$ cat src/hisBuilder_defines.svh
`ifndef HIS_BUILDER_DEFINES_SVH
`define HIS_BUILDER_DEFINES_SVH

// histogram geometry

// coarse bin index width
`define HIS_NB 4

// fine index width, covers the coarse range at higher resolution
`define HIS_NP 8

// per-bin hit counter width
`define HIS_CNT_W 8

// acquisition structure of one frame

// pixels per frame
`define HIS_PIXEL_NUM 4

// samples per pixel in one acquisition
`define HIS_DATA_NUM 8

// acquisitions before the frame closes
`define HIS_ACQ_NUM 2

// derived sizes

// one counter per coarse bin
`define HIS_BIN_NUM (1 << `HIS_NB)

// half the readout window, in fine units
`define HIS_HALF_WIN (1 << (`HIS_NB - 1))

// pixel number width, must hold HIS_PIXEL_NUM - 1
`define HIS_PIX_W 2

`endif

$ cat src/hisBuilderPkg.sv
`include "hisBuilder_defines.svh"

package hisBuilderPkg;

    // coarse bin of one sample
    typedef logic [`HIS_NB-1:0] binIdx_t;

    // fine position, used for window bounds
    typedef logic [`HIS_NP-1:0] fineIdx_t;

    // hit count of one bin
    typedef logic [`HIS_CNT_W-1:0] binCount_t;

    // pixel number within a frame
    typedef logic [`HIS_PIX_W-1:0] pixelIdx_t;

endpackage

$ cat src/hisFrameSequencer.sv
`include "hisBuilder_defines.svh"

module hisFrameSequencer (
    input  logic                    clk,
    input  logic                    combin_res,
    input  logic                    wrEn,
    output hisBuilderPkg::pixelIdx_t pixelIdx,
    output logic                    frameEnd,
    output logic                    frameParity
);
    import hisBuilderPkg::*;

    // counter widths, +1 keeps a width of at least 1
    localparam int SAMP_W = $clog2(`HIS_DATA_NUM + 1);
    localparam int ACQ_W  = $clog2(`HIS_ACQ_NUM + 1);

    logic [SAMP_W-1:0] sampleCnt;
    pixelIdx_t         pixelCnt;
    logic [ACQ_W-1:0]  acqCnt;

    logic sampleLast;
    logic pixelLast;
    logic acqLast;
    logic lastSample;

    // wrap points of the nested counters
    assign sampleLast = (sampleCnt == SAMP_W'(`HIS_DATA_NUM - 1));
    assign pixelLast  = (pixelCnt == pixelIdx_t'(`HIS_PIXEL_NUM - 1));
    assign acqLast    = (acqCnt == ACQ_W'(`HIS_ACQ_NUM - 1));
    assign lastSample = sampleLast && pixelLast && acqLast;

    // current pixel goes straight to the bin memory
    assign pixelIdx = pixelCnt;

    always_ff @(posedge clk or negedge combin_res) begin
        if (!combin_res) begin
            sampleCnt   <= '0;
            pixelCnt    <= '0;
            acqCnt      <= '0;
            frameEnd    <= 1'b0;
            frameParity <= 1'b0;
        end else begin
            // one pulse per frame, the cycle after the final sample
            frameEnd <= wrEn && lastSample;
            if (wrEn && lastSample) begin
                frameParity <= ~frameParity;
            end
            // idle cycles hold every counter
            if (wrEn) begin
                if (sampleLast) begin
                    sampleCnt <= '0;
                    if (pixelLast) begin
                        pixelCnt <= '0;
                        // after the last acquisition, back to the first
                        if (acqLast) begin
                            acqCnt <= '0;
                        end else begin
                            acqCnt <= acqCnt + 1'b1;
                        end
                    end else begin
                        pixelCnt <= pixelCnt + 1'b1;
                    end
                end else begin
                    sampleCnt <= sampleCnt + 1'b1;
                end
            end
        end
    end

    // frame end is a single-cycle pulse, frames hold many samples
    assert property (@(posedge clk) disable iff (!combin_res)
        frameEnd |=> !frameEnd);

endmodule

$ cat src/hisBinMemory.sv
`include "hisBuilder_defines.svh"

module hisBinMemory (
    input  logic                     clk,
    input  logic                     combin_res,
    input  logic                     wrEn,
    input  logic                     frameEnd,
    input  hisBuilderPkg::binIdx_t   addr,
    input  hisBuilderPkg::pixelIdx_t pixelIdx,
    output logic                     cntValid,
    output hisBuilderPkg::binCount_t binCount,
    output hisBuilderPkg::pixelIdx_t cntPixel,
    output hisBuilderPkg::binIdx_t   cntBin
);
    import hisBuilderPkg::*;

    // one entry per pixel and bin
    localparam int ENTRIES = `HIS_PIXEL_NUM * `HIS_BIN_NUM;
    localparam int IDX_W   = `HIS_PIX_W + `HIS_NB;

    binCount_t        countMem [ENTRIES];
    logic [ENTRIES-1:0] validFlag;

    logic [IDX_W-1:0] wrIdx;
    logic             firstHit;
    binCount_t        nextCount;

    // pixel selects the block, bin the entry inside it
    assign wrIdx = {pixelIdx, addr};

    // stale entries from the last frame count as empty
    // a sample in the frame end cycle already belongs to the new frame
    assign firstHit  = !validFlag[wrIdx] || frameEnd;
    assign nextCount = firstHit ? binCount_t'(1) : countMem[wrIdx] + 1'b1;

    // valid flags are cleared as a whole at frame end
    always_ff @(posedge clk or negedge combin_res) begin
        if (!combin_res) begin
            validFlag <= '0;
        end else begin
            if (frameEnd) begin
                validFlag <= '0;
            end
            // later write wins over the clear for this one bin
            if (wrEn) begin
                validFlag[wrIdx] <= 1'b1;
            end
        end
    end

    // count storage does read-modify-write in one cycle
    always_ff @(posedge clk) begin
        if (wrEn) begin
            countMem[wrIdx] <= nextCount;
        end
    end

    // registered result with its pixel and bin tags
    always_ff @(posedge clk or negedge combin_res) begin
        if (!combin_res) begin
            cntValid <= 1'b0;
            binCount <= '0;
            cntPixel <= '0;
            cntBin   <= '0;
        end else begin
            cntValid <= wrEn;
            if (wrEn) begin
                binCount <= nextCount;
                cntPixel <= pixelIdx;
                cntBin   <= addr;
            end
        end
    end

    // counter overflow would show up as a zero count
    assert property (@(posedge clk) disable iff (!combin_res)
        wrEn |=> binCount != '0);

endmodule

$ cat src/hisPeakTracker.sv
`include "hisBuilder_defines.svh"

module hisPeakTracker (
    input  logic                     clk,
    input  logic                     combin_res,
    input  logic                     cntValid,
    input  logic                     frameEnd,
    input  hisBuilderPkg::binCount_t binCount,
    input  hisBuilderPkg::pixelIdx_t cntPixel,
    input  hisBuilderPkg::binIdx_t   cntBin,
    output logic                     rdValid,
    output hisBuilderPkg::pixelIdx_t rdPixel,
    output hisBuilderPkg::binIdx_t   rdBin
);
    import hisBuilderPkg::*;

    // live peak per pixel
    binCount_t liveMax [`HIS_PIXEL_NUM];
    binIdx_t   liveBin [`HIS_PIXEL_NUM];

    // frozen peak bins for readout
    binIdx_t   snapBin [`HIS_PIXEL_NUM];

    logic      snapReq;
    logic      rdActive;
    pixelIdx_t rdCnt;

    binCount_t curMax;
    logic      newPeak;

    // in the snapshot cycle the live entry counts as already cleared
    assign curMax  = snapReq ? '0 : liveMax[cntPixel];
    // strictly greater, so ties keep the bin reached first
    assign newPeak = cntValid && (binCount > curMax);

    always_ff @(posedge clk or negedge combin_res) begin
        if (!combin_res) begin
            for (int p = 0; p < `HIS_PIXEL_NUM; p++) begin
                liveMax[p] <= '0;
                liveBin[p] <= '0;
            end
            snapReq  <= 1'b0;
            rdActive <= 1'b0;
            rdCnt    <= '0;
        end else begin
            // frame end arrives before the last count, wait one cycle
            snapReq <= frameEnd;
            if (snapReq) begin
                for (int p = 0; p < `HIS_PIXEL_NUM; p++) begin
                    liveMax[p] <= '0;
                    liveBin[p] <= '0;
                end
            end
            // update after the clear so a new-frame hit survives
            if (newPeak) begin
                liveMax[cntPixel] <= binCount;
                liveBin[cntPixel] <= cntBin;
            end
            // readout walks pixels in ascending order
            if (snapReq) begin
                rdActive <= 1'b1;
                rdCnt    <= '0;
            end else if (rdActive) begin
                rdCnt <= rdCnt + 1'b1;
                if (rdCnt == pixelIdx_t'(`HIS_PIXEL_NUM - 1)) begin
                    rdActive <= 1'b0;
                end
            end
        end
    end

    // readout bank is written once per frame
    always_ff @(posedge clk) begin
        if (snapReq) begin
            for (int p = 0; p < `HIS_PIXEL_NUM; p++) begin
                snapBin[p] <= liveBin[p];
            end
        end
    end

    assign rdValid = rdActive;
    assign rdPixel = rdCnt;
    assign rdBin   = snapBin[rdCnt];

    // frames must be long enough that readouts never overlap
    assert property (@(posedge clk) disable iff (!combin_res)
        snapReq |-> !rdActive);

endmodule

$ cat src/hisWindowCalc.sv
`include "hisBuilder_defines.svh"

module hisWindowCalc (
    input  logic                     clk,
    input  logic                     combin_res,
    input  logic                     rdValid,
    input  hisBuilderPkg::pixelIdx_t rdPixel,
    input  hisBuilderPkg::binIdx_t   rdBin,
    output logic                     peakValid,
    output hisBuilderPkg::pixelIdx_t peakPixel,
    output hisBuilderPkg::binIdx_t   peakBin,
    output hisBuilderPkg::fineIdx_t  winLow,
    output hisBuilderPkg::fineIdx_t  winHigh
);
    import hisBuilderPkg::*;

    localparam fineIdx_t HALF     = fineIdx_t'(`HIS_HALF_WIN);
    localparam fineIdx_t FULL     = fineIdx_t'(2 * `HIS_HALF_WIN);
    localparam fineIdx_t FINE_MAX = '1;

    fineIdx_t centre;
    fineIdx_t lowNext;
    fineIdx_t highNext;

    // coarse bin scaled up to fine units
    assign centre = fineIdx_t'(rdBin) << (`HIS_NP - `HIS_NB);

    // fixed-width window pushed inside the fine range
    always_comb begin
        if (centre <= HALF) begin
            lowNext  = '0;
            highNext = FULL;
        end else if (centre >= FINE_MAX - HALF) begin
            lowNext  = FINE_MAX - FULL;
            highNext = FINE_MAX;
        end else begin
            lowNext  = centre - HALF;
            highNext = centre + HALF;
        end
    end

    always_ff @(posedge clk or negedge combin_res) begin
        if (!combin_res) begin
            peakValid <= 1'b0;
        end else begin
            peakValid <= rdValid;
        end
    end

    // result registers load only on a readout cycle
    always_ff @(posedge clk) begin
        if (rdValid) begin
            peakPixel <= rdPixel;
            peakBin   <= rdBin;
            winLow    <= lowNext;
            winHigh   <= highNext;
        end
    end

    assert property (@(posedge clk) disable iff (!combin_res)
        rdValid |=> winLow < winHigh);

endmodule

$ cat src/hisBuilderTop.sv
module hisBuilderTop (
    input  logic                     clk,
    input  logic                     combin_res,
    input  logic                     wrEn,
    input  hisBuilderPkg::binIdx_t   addr,
    output hisBuilderPkg::binCount_t binCount,
    output logic                     cntValid,
    output logic                     frameDone,
    output logic                     frameParity,
    output logic                     peakValid,
    output hisBuilderPkg::pixelIdx_t peakPixel,
    output hisBuilderPkg::binIdx_t   peakBin,
    output hisBuilderPkg::fineIdx_t  winLow,
    output hisBuilderPkg::fineIdx_t  winHigh
);
    import hisBuilderPkg::*;

    // sample side
    pixelIdx_t pixelIdx;
    pixelIdx_t cntPixel;
    binIdx_t   cntBin;

    // readout side
    logic      rdValid;
    pixelIdx_t rdPixel;
    binIdx_t   rdBin;

    // frame end pulse doubles as the frameDone output
    hisFrameSequencer u_seq (
        .clk         (clk),
        .combin_res  (combin_res),
        .wrEn        (wrEn),
        .pixelIdx    (pixelIdx),
        .frameEnd    (frameDone),
        .frameParity (frameParity)
    );

    hisBinMemory u_mem (
        .clk        (clk),
        .combin_res (combin_res),
        .wrEn       (wrEn),
        .frameEnd   (frameDone),
        .addr       (addr),
        .pixelIdx   (pixelIdx),
        .cntValid   (cntValid),
        .binCount   (binCount),
        .cntPixel   (cntPixel),
        .cntBin     (cntBin)
    );

    hisPeakTracker u_peak (
        .clk        (clk),
        .combin_res (combin_res),
        .cntValid   (cntValid),
        .frameEnd   (frameDone),
        .binCount   (binCount),
        .cntPixel   (cntPixel),
        .cntBin     (cntBin),
        .rdValid    (rdValid),
        .rdPixel    (rdPixel),
        .rdBin      (rdBin)
    );

    // one window per readout cycle
    hisWindowCalc u_win (
        .clk        (clk),
        .combin_res (combin_res),
        .rdValid    (rdValid),
        .rdPixel    (rdPixel),
        .rdBin      (rdBin),
        .peakValid  (peakValid),
        .peakPixel  (peakPixel),
        .peakBin    (peakBin),
        .winLow     (winLow),
        .winHigh    (winHigh)
    );

endmodule

$ cat config.mk
export PLATFORM = sky130hd
export DESIGN_NAME = hisBuilderTop
export DESIGN_NICKNAME = d
export VERILOG_FILES = /design/src/hisBuilderPkg.sv /design/src/hisFrameSequencer.sv /design/src/hisBinMemory.sv /design/src/hisPeakTracker.sv /design/src/hisWindowCalc.sv /design/src/hisBuilderTop.sv
export VERILOG_INCLUDE_DIRS = /design/src
export SDC_FILE = /design/constraint.sdc
export NUM_CORES = 1
export LEC_CHECK = 0
export ABC_AREA = 1
export BUFFER_PORTS_ARGS = -buffer_cell sky130_fd_sc_hd__buf_2
export CORE_MARGIN = 5
export CORE_UTILIZATION = 62
export DETAILED_ROUTE_END_ITERATION = 12
export PLACE_DENSITY = 0.75
export SLEW_MARGIN = 20
export SYNTH_ARGS = -nofsm -noshare
export SYNTH_HDL_FRONTEND = slang
export SYNTH_SLANG_ARGS = --single-unit
$ cat constraint.sdc
create_clock -name clk -period 5.6 [get_ports clk]
set_input_delay 0.28 -clock clk [delete_from_list [all_inputs] [get_ports clk]]
set_output_delay 0.28 -clock clk [all_outputs]
set_load 0.02 [all_outputs]
* Word-level counts from Yosys, hierarchy flattened *
Memories as Yosys holds them, arrays and structs flattened.
Index checks and enable logic that the tools add are counted.

cells by class
  add/subtract/negate cells = 7
  order comparisons = 7
  equality and inequality tests = 4
  mux-type cells = 35
  bitwise operators = 3
  reduce and logical (&&, ||, !) cells = 12

operator list
  cell                                                            count
  2-to-1 mux 64 bit                                               2
  2-to-1 mux 32 bit                                               2
  bitwise OR 64 bit                                               1
  2-to-1 mux 8 bit                                                7
  bitwise mux 32 bit                                              1
  2-to-1 mux 16 bit                                               2
  binary-select mux 8 bit (select 2 bit)                          1
  bitwise mux 16 bit                                              1
  demux 8 bit (select 2 bit)                                      1
  2-to-1 mux 1 bit                                                9
  adder 8 x 1 -> 8 bit, second input constant                     1
  adder 8 x 4 -> 8 bit, second input constant                     1
  demux 4 bit (select 2 bit)                                      1
  >= comparator 8 bit, second input constant                      1
  > comparator 8 bit                                              1
  less-or-equal comparator 8 x 4 -> 1 bit, second input constant  1
  2-to-1 mux 2 bit                                                4
  2-to-1 mux 4 bit                                                2
  subtractor 8 x 4 -> 8 bit, second input constant                1
  < comparator 6 x 7 -> 1 bit, second input constant              1
  adder 2 x 1 -> 2 bit, second input constant                     3
  binary-select mux 1 bit (select 6 bit)                          1
  demux 1 bit (select 6 bit)                                      1
  >= comparator 6 x 1 -> 1 bit, second input constant             1
  15 further kinds                                                21

storage, ports and cells
  flip-flop bits (word level) = 164
  memory bits (writable) = 528
  output and inout port bits = 34
  memories kept = 2

memories
  name            depth  bits a word  rd ports  clocked after Yosys merged registers in  write ports  line                  RTL
  u_mem.countMem  64     8            1         0                                        1            hisBinMemory.sv:21    binCount_t countMem [ENTRIES];
  u_peak.snapBin  4      4            1         0                                        4            hisPeakTracker.sv:22  binIdx_t snapBin [`HIS_PIXEL_NUM];

* Longest topological paths before layout *
  depth in word-level cells = 8
  mapped depth = 22
  depth with buffers taken out = 19

* By module *
A second synthesis with hierarchy kept.

unflattened totals
  cell total of the unflattened synthesis = 3059
  area total of the unflattened synthesis = 30424.2 um^2

by module, submodules not included
  module             times used  cells an instance  area each (um^2)  seq. area each (um^2)
  hisBinMemory       1           2419               25394.4           17351.6
  hisPeakTracker     1           542                3911.3            1781.7
  hisWindowCalc      1           49                 653.1             475.5
  hisFrameSequencer  1           49                 465.4             250.2

* Worst setup path before layout *
OpenSTA, ideal clock, no wires.

  kind = input to register
  from = in addr[0]
  to = mem u_mem.countMem[0][3] (netlist bit), data pin
  setup time = 0.681 ns
  arrival time = 4.187 ns
  data required time = 4.919 ns
  slack = 0.733 ns
  stages = 15
  cells stage by stage = buf_2 > buf_6 > buf_2 > or2_2 > o211ai_1 > nand2_1 > nor2_1 > nand2_1 > nand3_1 > nand2_1 > nand2_1 > nand2_1 > nand3_1 > nor2_1 > nor3_1

on the way
  word-level cells in the longest chain between the ends = 5
  elaborated cells on any way between the ends = 7
  classes of those cells = 1 x add/sub; 3 x mux; 2 x reduce/logical; 1 x memory

RTL lines
  what                                                              line                RTL
  start: declaration                                                hisBuilderTop.sv:5  input hisBuilderPkg::binIdx_t addr,
  branches (longest 4 deep; another with memory read (64 x 8 bit))  --
  2-to-1 mux 8 bit (*)                                              hisBinMemory.sv:34  assign nextCount = firstHit ? binCount_t'(1) : countMem[wrIdx] + 1'b1;
  named net u_mem.nextCount[3]                                      hisBinMemory.sv:26  binCount_t nextCount;
  end: declaration                                                  hisBinMemory.sv:21

Mark *: on every way through the listed nets, which the timed path passes. The select of a mux whose other input is x is not followed.

* Worst setup path after layout *
  from = in addr[1]
  to = mem u_mem.countMem[1][7] (netlist bit), data pin

Same word-level chain as after synthesis.

==> impl_metrics.ini <==
[setup_path]
crit_arrival_ps = 4490
crit_path_start = addr[1]
required_ps = 6020
slowest_stage = nor2_4
endpoint = u_mem.countMem[1][7]
start_kind = primary input
crit_path_max_incr_delay_ps = 590
critical_path.cell_chain = buf_2 -> inv_2 -> nor2_2 -> buf_4 -> nand2_1 -> buf_4 -> o22ai_1 -> nor2_1 -> nand4_1 -> nand3_1 -> nand3_1 -> nand2_1 -> nor2_4 -> inv_2 -> nor2_4 -> buf_12
reg2reg_to = u_peak.liveBin[9]
cp_max_fo = 40
rr_worst_depth = 16
cp-end-kind = flop
r2r_setup_slack_ps = 1610
r2r-start = u_mem.cntPixel[0]
critical_path_class = in2reg

[hold_path]
hp-class = in2reg

[power]
p_total_w = 0.0146
seq_power_share_pct = 48.2
p_int_w = 0.0101
pwr-share-comb_pct = 20.8
power.switching_w = 0.00450
power_density_nw_per_um2 = 462
ir_drop_v = 0.000365
power.share.clock_pct = 31.0
p_sw_share_pct = 30.7
cellLeakagePower_nw = 12.9

[drt]
drt_iter0_drc = 2918
wire_per_inst_um = 23.1
ant_nets = 0
first_pass_iters = 8
via_per_inst = 6.13
drc = 0
drt-total-wl_um = 77000
dr_total_vias = 20400

[outcome]
status = complete, no violations

[yosys]
synth_area_um2 = 28700
yosysTopAreaCell = edfxtp_1
synth_edf_count = 543
yosys_warnings = 0
ys_ff_latch = 685
async_flop_share_pct = 20.7
ys_seq_area_share_pct = 69.3
syn_avg_cell_area_um2 = 10.8
ys.flop_type = edfxtp_1
synth_commonest_cells = nand2_1 (735), edfxtp_1 (543), nor2_1 (298)
ys_types = 38
yosys.area.top_type_share_pct = 56.9
synthCells = 2661
yosysMostFrequentCell = nand2_1
yosys-top-cells-area = edfxtp_1 (57%), dfrtp_1 (12%), nand2_1 (9.6%), nor2_1 (3.9%), nand3_1 (3.6%)

[clock_network]
ctsRootBufferMaster = clkbuf_16
cts-resized-gates = 0
htree_levels = 3
cts_tree = yes
insertion_delay_ps = 610
cts.clk_slew.worst_paths_ps = 60
clkSinkCount = 685
cts_buffer_depth = 3
numCtsBuffers = 72

[placement]
globalplace.congestion = 0.971
place_ws_ps = 1160
dp_hpwl_um = 46000
io_buffer_count = 34

[floorplan]
fp.dieH_um = 225
core_um2 = 45600
dieArea_um2 = 50600
start_util_pct = 62.9
die_w_um = 225
row_count = 78
ioPinCount = 41

[final_layout]
multiInputGateArea_um2 = 7420
regArea_um2 = 19900
drive_gt1_share_pct = 8.97
nFillCells = 3204
antenna_cells = 0
syn2layout_area_growth_pct = 10.4
final_nets = 2699

[global_routing]
grt_max_degree = 109
grt_pass1_wl_um = 117000
overflow = 0
track_usage_pct = 30.4
grt_pass1_vias = 20100
antenna_found_initial = 0

[run]
drv_cap = 0

[timing]
clock.fmax_ghz = 0.245
period_minus_slack_ps = 4080
rsz0062_at_grt = false
final.period_utilization_pct = 72.8
maxSlewViolCount = 0
max-slew-margin-rel_pct = 28.3
hold_viol = 0
worst-slew-pin-transition_ps = 1070
fin_setup_tns_ps = 0
setup_viol = 0
setup_ws_ps = 1520
finClkSkew_ps = 26.2
-- cells by family (layout without fill, tap and decap cells) --
logic type	count (synthesis)	in the layout	share of synthesized area, %
adders and majority gates	16	16	0.698
DFF	685	685	69.3
AOI/OAI and AO/OA	286	286	5.78
and+or+nand+nor	1326	1326	19.1
xor gates and xnor gates	1	1	0.0306
other	1	6	0.0131
buffers and inverters	346	411	5.12
-- flip-flops by register name, indices dropped and copies added (netlist names), 5 cells and up --
name	count
u_mem.binCount	8
u_mem.countMem	512
u_peak.liveMax	32
u_peak.liveBin	16
u_win.winHigh	5
u_mem.validFlag	64
u_peak.snapBin	16
-- placed cells by master, fill, tap and decap left out, types with 3 or more instances in the layout --
cell	Yosys	layout
clkinv_1	2	15
nor3_2	0	3
inv_6	0	4
inv_2	6	5
edfxtp_1	543	543
o21ai_0	122	122
nand4_1	34	34
buf_12	0	6
nand2_2	5	6
conb_1	1	6
buf_4	16	48
o21ai_1	10	10
o211ai_1	23	23
buf_2	63	32
clkbuf_1	55	18
a22oi_1	12	12
nor2_1	298	291
nor2_4	3	8
clkbuf_16	0	75
inv_1	185	185
ha_1	16	16
nand3_1	208	208
o22ai_1	81	81
a21oi_1	27	27
nor2_2	3	5
dfrtp_1	142	142
clkbuf_8	0	5
nor3_1	8	5
nand2_1	735	734
clkinv_2	0	11
or2_2	29	29
-- routing by layer --
layer,share of wire [%],global-route usage [%]
met1,37,40.0
met2,47,48.9
met3,11,6.60
met4,5.1,14.0
met5,0,0
-- critical path: cells and delay by family --
family | cells | cell delay (ps)
buffers and inverters | 6 | 2070
AND/OR/NAND/NOR | 9 | 1870
AO/OA/AOI/OAI | 1 | 160
-- final cells by class --
type | instances | share of cell area, %
well taps | 600 | 2.37
flip-flops and latches | 685 | 62.7
clock inverters | 31 | 0.656
clock buffers | 98 | 6.36
repair buffers | 89 | 2.13
inverters | 193 | 2.30
multi-input cells | 1635 | 23.4
-- worst min-delay path by stage --
stage / depth (start not counted) / end / startpoint
after floorplan: 0 / u_mem.binCount[0] / combin_res
after global placement: 1 / u_win.peakValid / combin_res
after detailed placement: 1 / u_peak.rdValid / combin_res
after CTS: 1 / u_mem.cntValid / wrEn
after global routing: 1 / u_mem.cntValid / wrEn
final: 1 / u_mem.cntValid / wrEn
-- stage by stage --
stage / cell area [um^2] / util, % / hold WS [ps] / std cells
2_1_floorplan: 28700 / - / -15.6 / 2666
3_3_place_gp: 29400 / 64.5 / 306 / 3201
3_5_place_dp: 29400 / 64.5 / 307 / 3201
4_1_cts: 31600 / 69.4 / 2.91 / 3331
5_1_grt: 31600 / 69.4 / 22.3 / 3331
6_report: 31600 / 69.4 / 32.5 / 3331
-- what timing repair did --
| action | CTS | global route |
|---|---|---|
| hold buffers | 1 | 0 |
| hold endpoints to repair | 65 | 0 |
| buffers inserted | 0 | 0 |
-- power by group through the flow --
stage | sequential, W | combinational, W | clock, W
finish | 0.00706 | 0.00304 | 0.00454
global placement | 0.00713 | 0.00286 | 0
detailed placement | 0.00715 | 0.00295 | 0
floorplan | 0.00715 | 0.00162 | 0
global route | 0.00709 | 0.00327 | 0.00478
CTS | 0.00705 | 0.00297 | 0.00455
No activity file was read; power rests on OpenSTA's default activity.
